==> config.mk <==
export PLATFORM = sky130hd
export DESIGN_NAME = matrix_scan
export DESIGN_NICKNAME = d
export VERILOG_FILES = /design/src/common/hub75_pkg.sv /design/src/source/timeout.sv /design/src/matrix_scan/brightness_timeout.sv /design/src/matrix_scan/matrix_scan.sv
export VERILOG_INCLUDE_DIRS = /design/src /design/src/common
export SDC_FILE = /design/constraint.sdc
export NUM_CORES = 1
export LEC_CHECK = 0
export BUFFER_PORTS_ARGS = -buffer_cell sky130_fd_sc_hd__buf_2
export CORE_MARGIN = 1
export CORE_UTILIZATION = 39
export CTS_BUF_LIST = sky130_fd_sc_hd__clkbuf_8
export DETAILED_ROUTE_END_ITERATION = 6
export GPL_ROUTABILITY_DRIVEN = 0
export PLACE_DENSITY_LB_ADDON = 0.3
export SYNTH_ARGS = -nofsm -noshare
export SYNTH_HDL_FRONTEND = slang
export SYNTH_SLANG_ARGS = --single-unit
==> constraint.sdc <==
create_clock -name clk_in -period 3.83 [get_ports clk_in]
set_clock_uncertainty 0.2 [all_clocks]
set_input_delay 0 -clock clk_in [delete_from_list [all_inputs] [get_ports clk_in]]
set_output_delay 0 -clock clk_in [all_outputs]
set_load 0.01 [all_outputs]
==> src/common/hub75_cfg.svh <==
// ######################################
// hub75 panel configuration
// geometry, bit depth and output-enable timing
// ######################################
`ifndef HUB75_CFG_SVH
`define HUB75_CFG_SVH

// columns shifted out per line
`define HUB75_PANEL_WIDTH 64

// rows per subpanel, top and bottom share the row address
`define HUB75_SUBPANEL_ROWS 16

// bit planes per colour channel
`define HUB75_BRIGHTNESS_BITS 4

// clk_in cycles of output enable per unit of mask weight
`define HUB75_OE_UNIT 80

// remaining on-time at which the next line may start shifting
// one full line plus the strobe and latch cycles
`define HUB75_OVERLAP_CYCLES (`HUB75_PANEL_WIDTH + 2)

`endif

==> src/common/hub75_pkg.sv <==
// ######################################
// hub75 shared types
// addresses, brightness masks, pixels and host writes
// ######################################
`include "hub75_cfg.svh"

package hub75_pkg;

    // column index, 0 .. 63
    typedef logic [$clog2(`HUB75_PANEL_WIDTH)-1:0] col_addr_t;

    // column count, one bit wider so it holds the full width
    typedef logic [$clog2(`HUB75_PANEL_WIDTH):0] col_addr_count_t;

    // row within one subpanel
    typedef logic [$clog2(`HUB75_SUBPANEL_ROWS)-1:0] row_subpanel_addr_t;

    // one-hot bit-plane select, msb is the heaviest plane
    typedef logic [`HUB75_BRIGHTNESS_BITS-1:0] brightness_level_t;

    // output-enable countdown, holds oe unit times the top weight
    typedef logic [9:0] oe_count_t;

    // single colour channel
    typedef logic [`HUB75_BRIGHTNESS_BITS-1:0] channel_t;

    typedef struct packed {
        channel_t r;
        channel_t g;
        channel_t b;
    } rgb_t;

    // row msb selects the bottom subpanel
    typedef struct packed {
        logic [$clog2(`HUB75_SUBPANEL_ROWS):0] row;
        col_addr_t column;
    } pixel_addr_t;

    typedef struct packed {
        pixel_addr_t addr;
        rgb_t colour;
    } pixel_write_t;

    // data pins of the panel, 0 is top half, 1 is bottom half
    typedef struct packed {
        logic r0;
        logic g0;
        logic b0;
        logic r1;
        logic g1;
        logic b1;
    } panel_bits_t;

endpackage

==> src/source/timeout.sv <==
// ######################################
// loadable down-counter
// counts a loaded value to zero, flags while busy
// ######################################
module timeout #(
    parameter type count_t = logic [7:0]
) (
    input  logic   clk_in,
    input  logic   reset,
    input  logic   start,
    input  count_t value,
    output count_t counter,
    output logic   running
);

    // running is registered alongside the count
    // so it is valid in the same cycle as the loaded value
    always_ff @(posedge clk_in) begin
        if (reset) begin
            counter <= '0;
            running <= 1'b0;
        end else if (start) begin
            counter <= value;
            running <= (value != '0);
        end else if (counter != '0) begin
            counter <= counter - 1'b1;
            // drops together with the last decrement
            running <= (counter != count_t'(1));
        end
    end

    // flag and count must agree every cycle
    running_has_count: assert property (
        @(posedge clk_in) disable iff (reset)
        running |-> (counter != '0)
    );

endmodule

==> src/matrix_scan/brightness_timeout.sv <==
// ######################################
// weighted output-enable timer
// lights a latched line for the plane weight
// ######################################
`include "hub75_cfg.svh"

module brightness_timeout
    import hub75_pkg::*;
(
    input  logic              clk_in,
    input  logic              reset,
    input  logic              row_latch,
    input  brightness_level_t brightness_mask_active,
    output logic              output_enable,
    output logic              exceeded_overlap_time
);

    // remaining on-time after the current cycle
    oe_count_t oe_count;
    // full on-time for the active plane
    oe_count_t on_time;
    // one cycle after the latch, active mask is valid here
    logic latch_seen;

    // mask is one-hot, so its value is its weight
    assign on_time = oe_count_t'(`HUB75_OE_UNIT * brightness_mask_active);

    always_ff @(posedge clk_in) begin
        if (reset) begin
            latch_seen <= 1'b0;
            oe_count   <= '0;
        end else begin
            latch_seen <= row_latch;
            if (latch_seen) begin
                // first lit cycle is the latch_seen cycle itself
                oe_count <= on_time - 1'b1;
            end else if (oe_count != '0) begin
                oe_count <= oe_count - 1'b1;
            end
        end
    end

    // high from the cycle after row_latch for on_time cycles
    assign output_enable = latch_seen || (oe_count != '0);

    // tail of the on-time, long enough to shift the next line
    assign exceeded_overlap_time = (oe_count != '0) &&
                                   (oe_count <= oe_count_t'(`HUB75_OVERLAP_CYCLES));

    // the sequencer only ever hands over a single plane
    mask_onehot: assert property (
        @(posedge clk_in) disable iff (reset)
        $onehot0(brightness_mask_active)
    );

endmodule

==> src/matrix_scan/matrix_scan.sv <==
// ######################################
// matrix scan sequencer
// shifts, latches and lights one line per bit plane
// ######################################
`include "hub75_cfg.svh"

module matrix_scan
    import hub75_pkg::*;
(
    input  logic               clk_in,
    input  logic               reset,
    output col_addr_t          column_address,
    output row_subpanel_addr_t row_address,
    output row_subpanel_addr_t row_address_active,
    output brightness_level_t  brightness_mask,
    output logic               pixel_load,
    output logic               pixel_strobe,
    output logic               row_latch,
    output logic               output_enable
);

    // heaviest plane, start of every row
    localparam brightness_level_t mask_top =
        brightness_level_t'(1) << (`HUB75_BRIGHTNESS_BITS - 1);

    // previous two samples of state_advance
    logic [1:0] scan_state;
    logic state_advance;
    logic line_start;

    // pixel_load delayed twice, for the latch pulse
    logic [1:0] latch_state;

    logic exceeded_overlap;
    brightness_level_t brightness_mask_active;

    // next line may shift while the last one is dark or nearly done
    assign state_advance = !output_enable || exceeded_overlap;
    assign line_start = (scan_state == 2'b01);

    always_ff @(posedge clk_in) begin
        if (reset) begin
            scan_state <= 2'b00;
        end else begin
            scan_state <= {scan_state[0], state_advance};
        end
    end

    // 64 load cycles per line
    timeout #(.count_t(col_addr_count_t)) u_load_timeout (
        .clk_in (clk_in),
        .reset  (reset),
        .start  (line_start),
        .value  (col_addr_count_t'(`HUB75_PANEL_WIDTH)),
        .counter(),
        .running(pixel_load)
    );

    // column 63 down to 0, in step with pixel_load
    timeout #(.count_t(col_addr_t)) u_column_timeout (
        .clk_in (clk_in),
        .reset  (reset),
        .start  (line_start),
        .value  (col_addr_t'(`HUB75_PANEL_WIDTH - 1)),
        .counter(column_address),
        .running()
    );

    // pulse two cycles after the last load
    assign row_latch = (latch_state == 2'b10);

    always_ff @(posedge clk_in) begin
        if (reset) begin
            pixel_strobe           <= 1'b0;
            latch_state            <= 2'b00;
            brightness_mask        <= mask_top;
            brightness_mask_active <= '0;
            row_address            <= '0;
            row_address_active     <= '0;
        end else begin
            // store data arrives one cycle after its address
            pixel_strobe <= pixel_load;
            latch_state  <= {latch_state[0], pixel_load};
            if (row_latch) begin
                // shifted line becomes the lit line
                brightness_mask_active <= brightness_mask;
                row_address_active     <= row_address;
                if (brightness_mask == brightness_level_t'(1)) begin
                    // last plane done, next row, wraps at 16
                    brightness_mask <= mask_top;
                    row_address     <= row_address + 1'b1;
                end else begin
                    brightness_mask <= brightness_mask >> 1;
                end
            end
        end
    end

    brightness_timeout u_brightness (
        .clk_in                (clk_in),
        .reset                 (reset),
        .row_latch             (row_latch),
        .brightness_mask_active(brightness_mask_active),
        .output_enable         (output_enable),
        .exceeded_overlap_time (exceeded_overlap)
    );

    // next line never starts before the latch of the current one
    latch_outside_load: assert property (
        @(posedge clk_in) disable iff (reset)
        row_latch |-> !pixel_load
    );

endmodule

==> qor.yml, run 1 <==
outcome:
  status: "complete, no violations"
placed_design:
  place_area_um2: 2260
  dp_hpwl_mm: 2.66
  port_buffers: 23
  dp.cells: 321
logic_synthesis:
  syn-cell-area_um2: 2090
  synth_top_flop_cell: "dfxtp_1"
  synth_simple_gate_area_share_pct: 21.6
  ys_seq_area_share_pct: 43.1
  synth_area_leaders: "dfxtp_1 (43%), a21oi_1 (6.7%), ha_1 (6.6%)"
  synth_top_area_share_pct: 43.1
  yosysWarningCount: 0
  avgSynthCellArea_um2: 8.81
  synthArstFlopShare_pct: 0
  synth.most_common_cell: "dfxtp_1"
  yosysTopAreaCell: "dfxtp_1"
  synthMuxAreaShare_pct: 2.04
  synth_top_family_by_area: "simple AND/OR/NAND/NOR gates"
  synth_common_cells: "dfxtp_1 (45), a21oi_1 (28), nand2_1 (27)"
  ys_ff_latch: 45
  synth_compound_area_share_pct: 15.0
  synth-xor-area-share_pct: 6.71
  ys_types: 42
  synth_nets: 251
  yosys.area_share.adder_pct: 7.55
  synth_edf_count: 0
  syn_inst: 237
detailed_routing:
  drc: 0
  drt_first_pass_iters: 4
  avgViaCountPerCell: 5.02
  drt_iter0_drc: 148
  wl_mm: 3.83
  wire_per_inst_um: 11.6
  antenna_left: 0
  vias: 1650
cells_and_area:
  area_growth_pct: 13.8
  multiInputGateArea_um2: 1100
  drive_gt1_share_pct: 13.5
  stdcell_area_um2: 2380
  fin_nets: 272
  seqCellArea_um2: 901
  nFillCells: 531
  fin_cells: 329
  antenna_cells: 0
clocking:
  clockRootBuffer: "clkbuf_8"
  htree_num_levels: 2
  cts.clk_slew.worst_paths_ns: 0.08
  post_cts_buffers: 0
  cts_tree: "built"
  cts_buffer_depth: 2
  cts-resized-gates: 0
  insertion_delay_ns: 0.29
  cts_sinks: 45
  cts_buffers: 5
  cts_hold_repair.buffers: 0
sta:
  slew_headroom_pct: 48.0
  period_share_pct: 63.1
  slew_viol_final: 0
  final_hold_viol_count: 0
  setup_viol: 0
  tns_ns: 0
  fmax_mhz: 414
  period_needed_ns: 2.42
  rsz0062_at_grt: "false"
  hold-worst-slack_ns: 0.0614
  tightestPinTransition_ns: 0.780
worst_setup_path:
  critical_path.startpoint_type: "register"
  crit_arrival_ns: 2.36
  cp.required_ns: 3.78
  crit_path_end_kind: "register"
  path_class: "reg -> reg"
  critical_path_peak_fanout: 4
global_route:
  first_global_vias: 1363
  grt_pass1_wl_mm: 6.35
  antenna_found_initial: 0
  grt_usage_pct: 14.7
  grt_overflow: 0
  grt_max_degree: 45
hold_path:
  hp-class: "in -> reg"
pwr:
  power.leakage_uw: 0.000981
  power_density_nw_per_um2: 806
  vdd_drop_max_uv: 314
die:
  core_area_um2: 5140
  initial_core_util_pct: 40.6
  io-pin-count: 24
  die_area_um2: 5650
  die_y_um: 75.2
  die_w_um: 75.2
  rows: 26
job:
  max_cap_viol_count: 0
[power by group]
part	switching, uW	leakage (uW)	internal (uW)
clock	160	0.0000574	212
combinational	418	0.000554	389
sequential	137	0.000369	601
[placed cells by master (no fill, tap or decap), types with 2 or more instances in the layout]
master     count
dfxtp_1       45
a21oi_1       28
nand2_1       27
buf_2         23
nor2_1        18
inv_1         12
ha_1          11
xnor2_1       10
or3_1          7
xor2_1         6
clkbuf_8       6
nor3_1         5
nor4_1         4
nand2b_1       4
nor2b_1        4
o21ai_0        4
or4_1          4
a31oi_1        4
a2111oi_0      3
nand3_1        3
a211oi_1       3
mux2i_1        2
o31ai_1        2
nor3b_1        2
mux2_1         2
[registers in the layout, indices dropped and copies added, names as in the netlist]
signal                    count
row_address_active            4
u_brightness.latch_seen       1
u_load_timeout.running        1
brightness_mask_active        4
brightness_mask               4
u_brightness.oe_count        10
scan_state                    2
u_column_timeout.counter      6
row_address                   4
latch_state                   2
u_load_timeout.counter        7
[critical path, stage by stage, from the launching register on]
cell and delay, ns:
dfxtp_1 0.34, ha_1 0.30, ha_1 0.21, fa_1 0.48, or4_1 0.51, a21oi_1 0.16
a211oi_1 0.06
[layout make-up]
type	instances	share of cell area [%]
Clock inverter	2	1.58
Multi-Input combinational cell	170	46.5
Timing Repair Buffer	23	4.84
Inverter	13	2.05
Tap cell	70	3.68
Sequential cell	45	37.9
Clock buffer	6	3.47
[worst paths after layout]
| path | startpoint | to | slack, ns | depth (start not counted) |
|---|---|---|---|---|
| worst min register to register | row_address_active[0]$_SDFFE_PP0P_ | row_address_active[0]$_SDFFE_PP0P_ | 0.26 | 2 |
| worst max-delay path | brightness_mask_active[1]$_SDFFE_PP0P_ | u_brightness.oe_count[9]$_SDFFE_PP0P_ | 1.41 | 6 |
| worst max register to register | brightness_mask_active[1]$_SDFFE_PP0P_ | u_brightness.oe_count[9]$_SDFFE_PP0P_ | 1.41 | 6 |
| worst min-delay path | reset | u_column_timeout.counter[2]$_SDFFE_PP0P_ | 0.06 | 2 |
[layer usage]
layer	up-vias	share of wire [%]	GRT usage [%]	wire (um)
met1	747	51	21.0	1960
met4	0	1.1	5.56	41
met5	-	0	0	0
li1	866	-	-	-
met2	33	43	21.2	1650
met3	4	4.8	4.02	183
[kinds of logic (layout without fill, tap and decap cells)]
group                      after synthesis  in the layout
and+or+nand+nor                         87             87
AOI/OAI and AO/OA                       51             51
adders and majority gates               12             12
xor gates and xnor gates                16             16
DFF                                     45             45
buffers and inverters                   22             44
muxes                                    4              4
[through the flow]
step	setup WS, ns	power (uW)	utilization [%]
floorplan	1.53	1380	-
global placement	1.45	1540	43.9
detailed placement	1.43	1550	43.9
CTS	1.41	1930	46.3
global route	1.27	2090	46.3
finish	1.41	1920	46.3
(Power assumes the default switching activity.)
==> run 2: changes to the inputs <==
==> constraint.sdc (replaced) <==
create_clock -name clk_in -period 2.5 [get_ports clk_in]
set_clock_uncertainty 0.2 [all_clocks]
set_input_delay 0 -clock clk_in [delete_from_list [all_inputs] [get_ports clk_in]]
set_output_delay 0 -clock clk_in [all_outputs]
set_load 0.01 [all_outputs]
==> run 2 against run 1 <==
Net effect: flip-flop and latch count stayed put; sequential share of layout area is 0.50 points lower; sequential power is 53% higher; count of clock-buffer cells in the layout stayed put; hold slack better by 0.016 ns; first-iteration DRC count is 21% lower; worst setup slack worse by 1.3 ns; die area stayed put; critical path depth stayed put; critical path type unchanged; largest cell class unchanged; largest power group unchanged.
==> qor.yml, run 2 (synthesized netlist as in run 1, its figures left out) <==
detailed_routing:
  drc: 0
  antenna_left: 0
  drt_first_pass_iters: 4
  wl_mm: 3.99
  vias: 1681
  drt_iter0_drc: 117
  wire_per_inst_um: 12.0
  avgViaCountPerCell: 5.05
pwr:
  swShare_pct: 37.2
  p_int_uw: 1870
  p_comb_share_pct: 43.2
  total_power_uw: 2970
  power_density_nw_per_um2: 1230
  power_frac_seq_pct: 38.2
  switchingPower_uw: 1100
  clock_power_share_pct: 18.7
  vdd_drop_max_uv: 523
  power.leakage_uw: 0.00101
sta:
  period_needed_ns: 2.43
  fmax_mhz: 412
  tightestPinTransition_ns: 0.791
  period_share_pct: 97.1
  slew_headroom_pct: 47.2
  tns_ns: 0
  slew_viol_final: 0
  setup_viol: 0
  timing.final.ws_setup_ns: 0.0727
  final_hold_viol_count: 0
placed_design:
  port_buffers: 23
  place_ws_ns: 0.0970
  place_area_um2: 2270
  dp_hpwl_mm: 2.76
clocking:
  htree_num_levels: 2
  clockRootBuffer: "clkbuf_8"
  cts_buffer_depth: 2
  cts_sinks: 45
  cts.clk_slew.worst_paths_ns: 0.08
  cts_tree: "built"
  insertion_delay_ns: 0.29
  cts_buffers: 5
hold_path:
  hold_depth: 2
  worstHoldStart: "reset"
  holdPathEnd: "u_column_timeout.counter[2]$_SDFFE_PP0P_"
  hp-class: "in -> reg"
worst_setup_path:
  critical_path_peak_fanout: 4
  critical_path.startpoint_type: "register"
  timing.reg2reg.setup_slack_ns: 0.07
  worstReg2RegStart: "brightness_mask_active[1]$_SDFFE_PP0P_"
  reg2reg_to: "u_brightness.oe_count[9]$_SDFFE_PP0P_"
  crit_path_end_kind: "register"
  cp.required_ns: 2.44
  crit_arrival_ns: 2.37
  worst-r2r-cell-count: 6
  path_class: "reg -> reg"
cells_and_area:
  drive_gt1_share_pct: 15.6
  regMostFlops: "u_brightness.oe_count"
  utilization_pct: 46.9
  antenna_cells: 0
  fin_nets: 276
  area_growth_pct: 15.5
  layout_common_cells: "dfxtp_1 (44), nand2_1 (27), a21oi_1 (27), buf_2 (23), nor2_1 (18)"
  final_common_cell: "dfxtp_1"
  largest_reg_flops: 10
  stdcell_area_um2: 2410
  top_regs: "u_brightness.oe_count: 10 flops, u_load_timeout.counter: 7 flops, u_column_timeout.counter: 6 flops"
die:
  initial_core_util_pct: 40.6
  rows: 26
  die_w_um: 75.2
  core_area_um2: 5140
  die_y_um: 75.2
  die_area_um2: 5650
  io-pin-count: 24
global_route:
  grt_overflow: 0
  antenna_found_initial: 0
  grt_usage_pct: 15.3
  grt_max_degree: 45
  first_global_vias: 1477
  grt_pass1_wl_mm: 6.69
outcome:
  status: "complete, no violations"
job:
  max_cap_viol_count: 0
## run 2: cell types whose count changed in the layout (fill, tap and decap cells not counted), sizes merged
| cell | change |
|---|---|
| inv | +1 |
| buf | +4 |
| clkinvlp | -1 |
## run 2: per-stage QoR
stage          instances  hold WS, ns
4_1_cts              331       0.0616
6_report             333       0.0775
3_5_place_dp         323        0.218
2_1_floorplan        237        0.112
5_1_grt              333       0.0967
3_3_place_gp         323        0.216
## run 2: how the worst max path moves through the flow
stage                                           startpoint                               endpoint  slack, ns  cells after the start
finish              brightness_mask_active[1]$_SDFFE_PP0P_  u_brightness.oe_count[9]$_SDFFE_PP0P_       0.07                      6
global route        brightness_mask_active[3]$_SDFFE_PP0P_  u_brightness.oe_count[9]$_SDFFE_PP0P_     -0.007                      6
CTS                 brightness_mask_active[1]$_SDFFE_PP0P_  u_brightness.oe_count[9]$_SDFFE_PP0P_       0.08                      6
detailed placement  brightness_mask_active[1]$_SDFFE_PP0P_  u_brightness.oe_count[9]$_SDFFE_PP0P_        0.1                      6
global placement    brightness_mask_active[1]$_SDFFE_PP0P_  u_brightness.oe_count[9]$_SDFFE_PP0P_       0.12                      6
floorplan           brightness_mask_active[1]$_SDFFE_PP0P_  u_brightness.oe_count[9]$_SDFFE_PP0P_       0.20                      6
## run 2: power groups by stage
stage	Clock (uW)	Sequential (uW)	Combinational, uW
after floorplan	0	1120	988
after global placement	0	1140	1250
after detailed placement	0	1150	1270
after CTS	573	1130	1290
after global routing	602	1170	1460
final	554	1130	1280
## run 2: layout make-up
| cell class | instances | area (um2) |
|---|---|---|
| repair buffers | 27 | 145 |
| multi-input cells | 170 | 1110 |
| clock inverters | 2 | 33.8 |
| clock buffers | 6 | 82.6 |
| flip-flops and latches | 45 | 902 |
| well taps | 70 | 87.6 |
| fillers | 527 | 2730 |
| inverters | 13 | 48.8 |
## run 2: critical path, stage by stage (launching register included)
cell and delay (ns):
dfxtp_2 0.34, ha_1 0.29, ha_1 0.21, fa_1 0.50
or4_4 0.53, a21oi_2 0.15, a211oi_1 0.06
## run 2: timing repair
action / in CTS / in global routing
setup endpoints to repair: 0 / 1
setup buffers: 0 / 2
resized for setup: 0 / 3
hold buffers: 0 / 0
hold endpoints to repair: 0 / 0
## run 2: metal layers
| metal | vias up | GRT usage (%) | routed length, um | part of all wire, % |
|---|---|---|---|---|
| met5 | - | 0 | 0 | 0 |
| met4 | 0 | 3.09 | 28 | 0.70 |
| met3 | 4 | 4.02 | 138 | 3.5 |
| met2 | 29 | 24.7 | 1810 | 45 |
| met1 | 768 | 20.7 | 2010 | 50 |
| li1 | 880 | - | - | - |
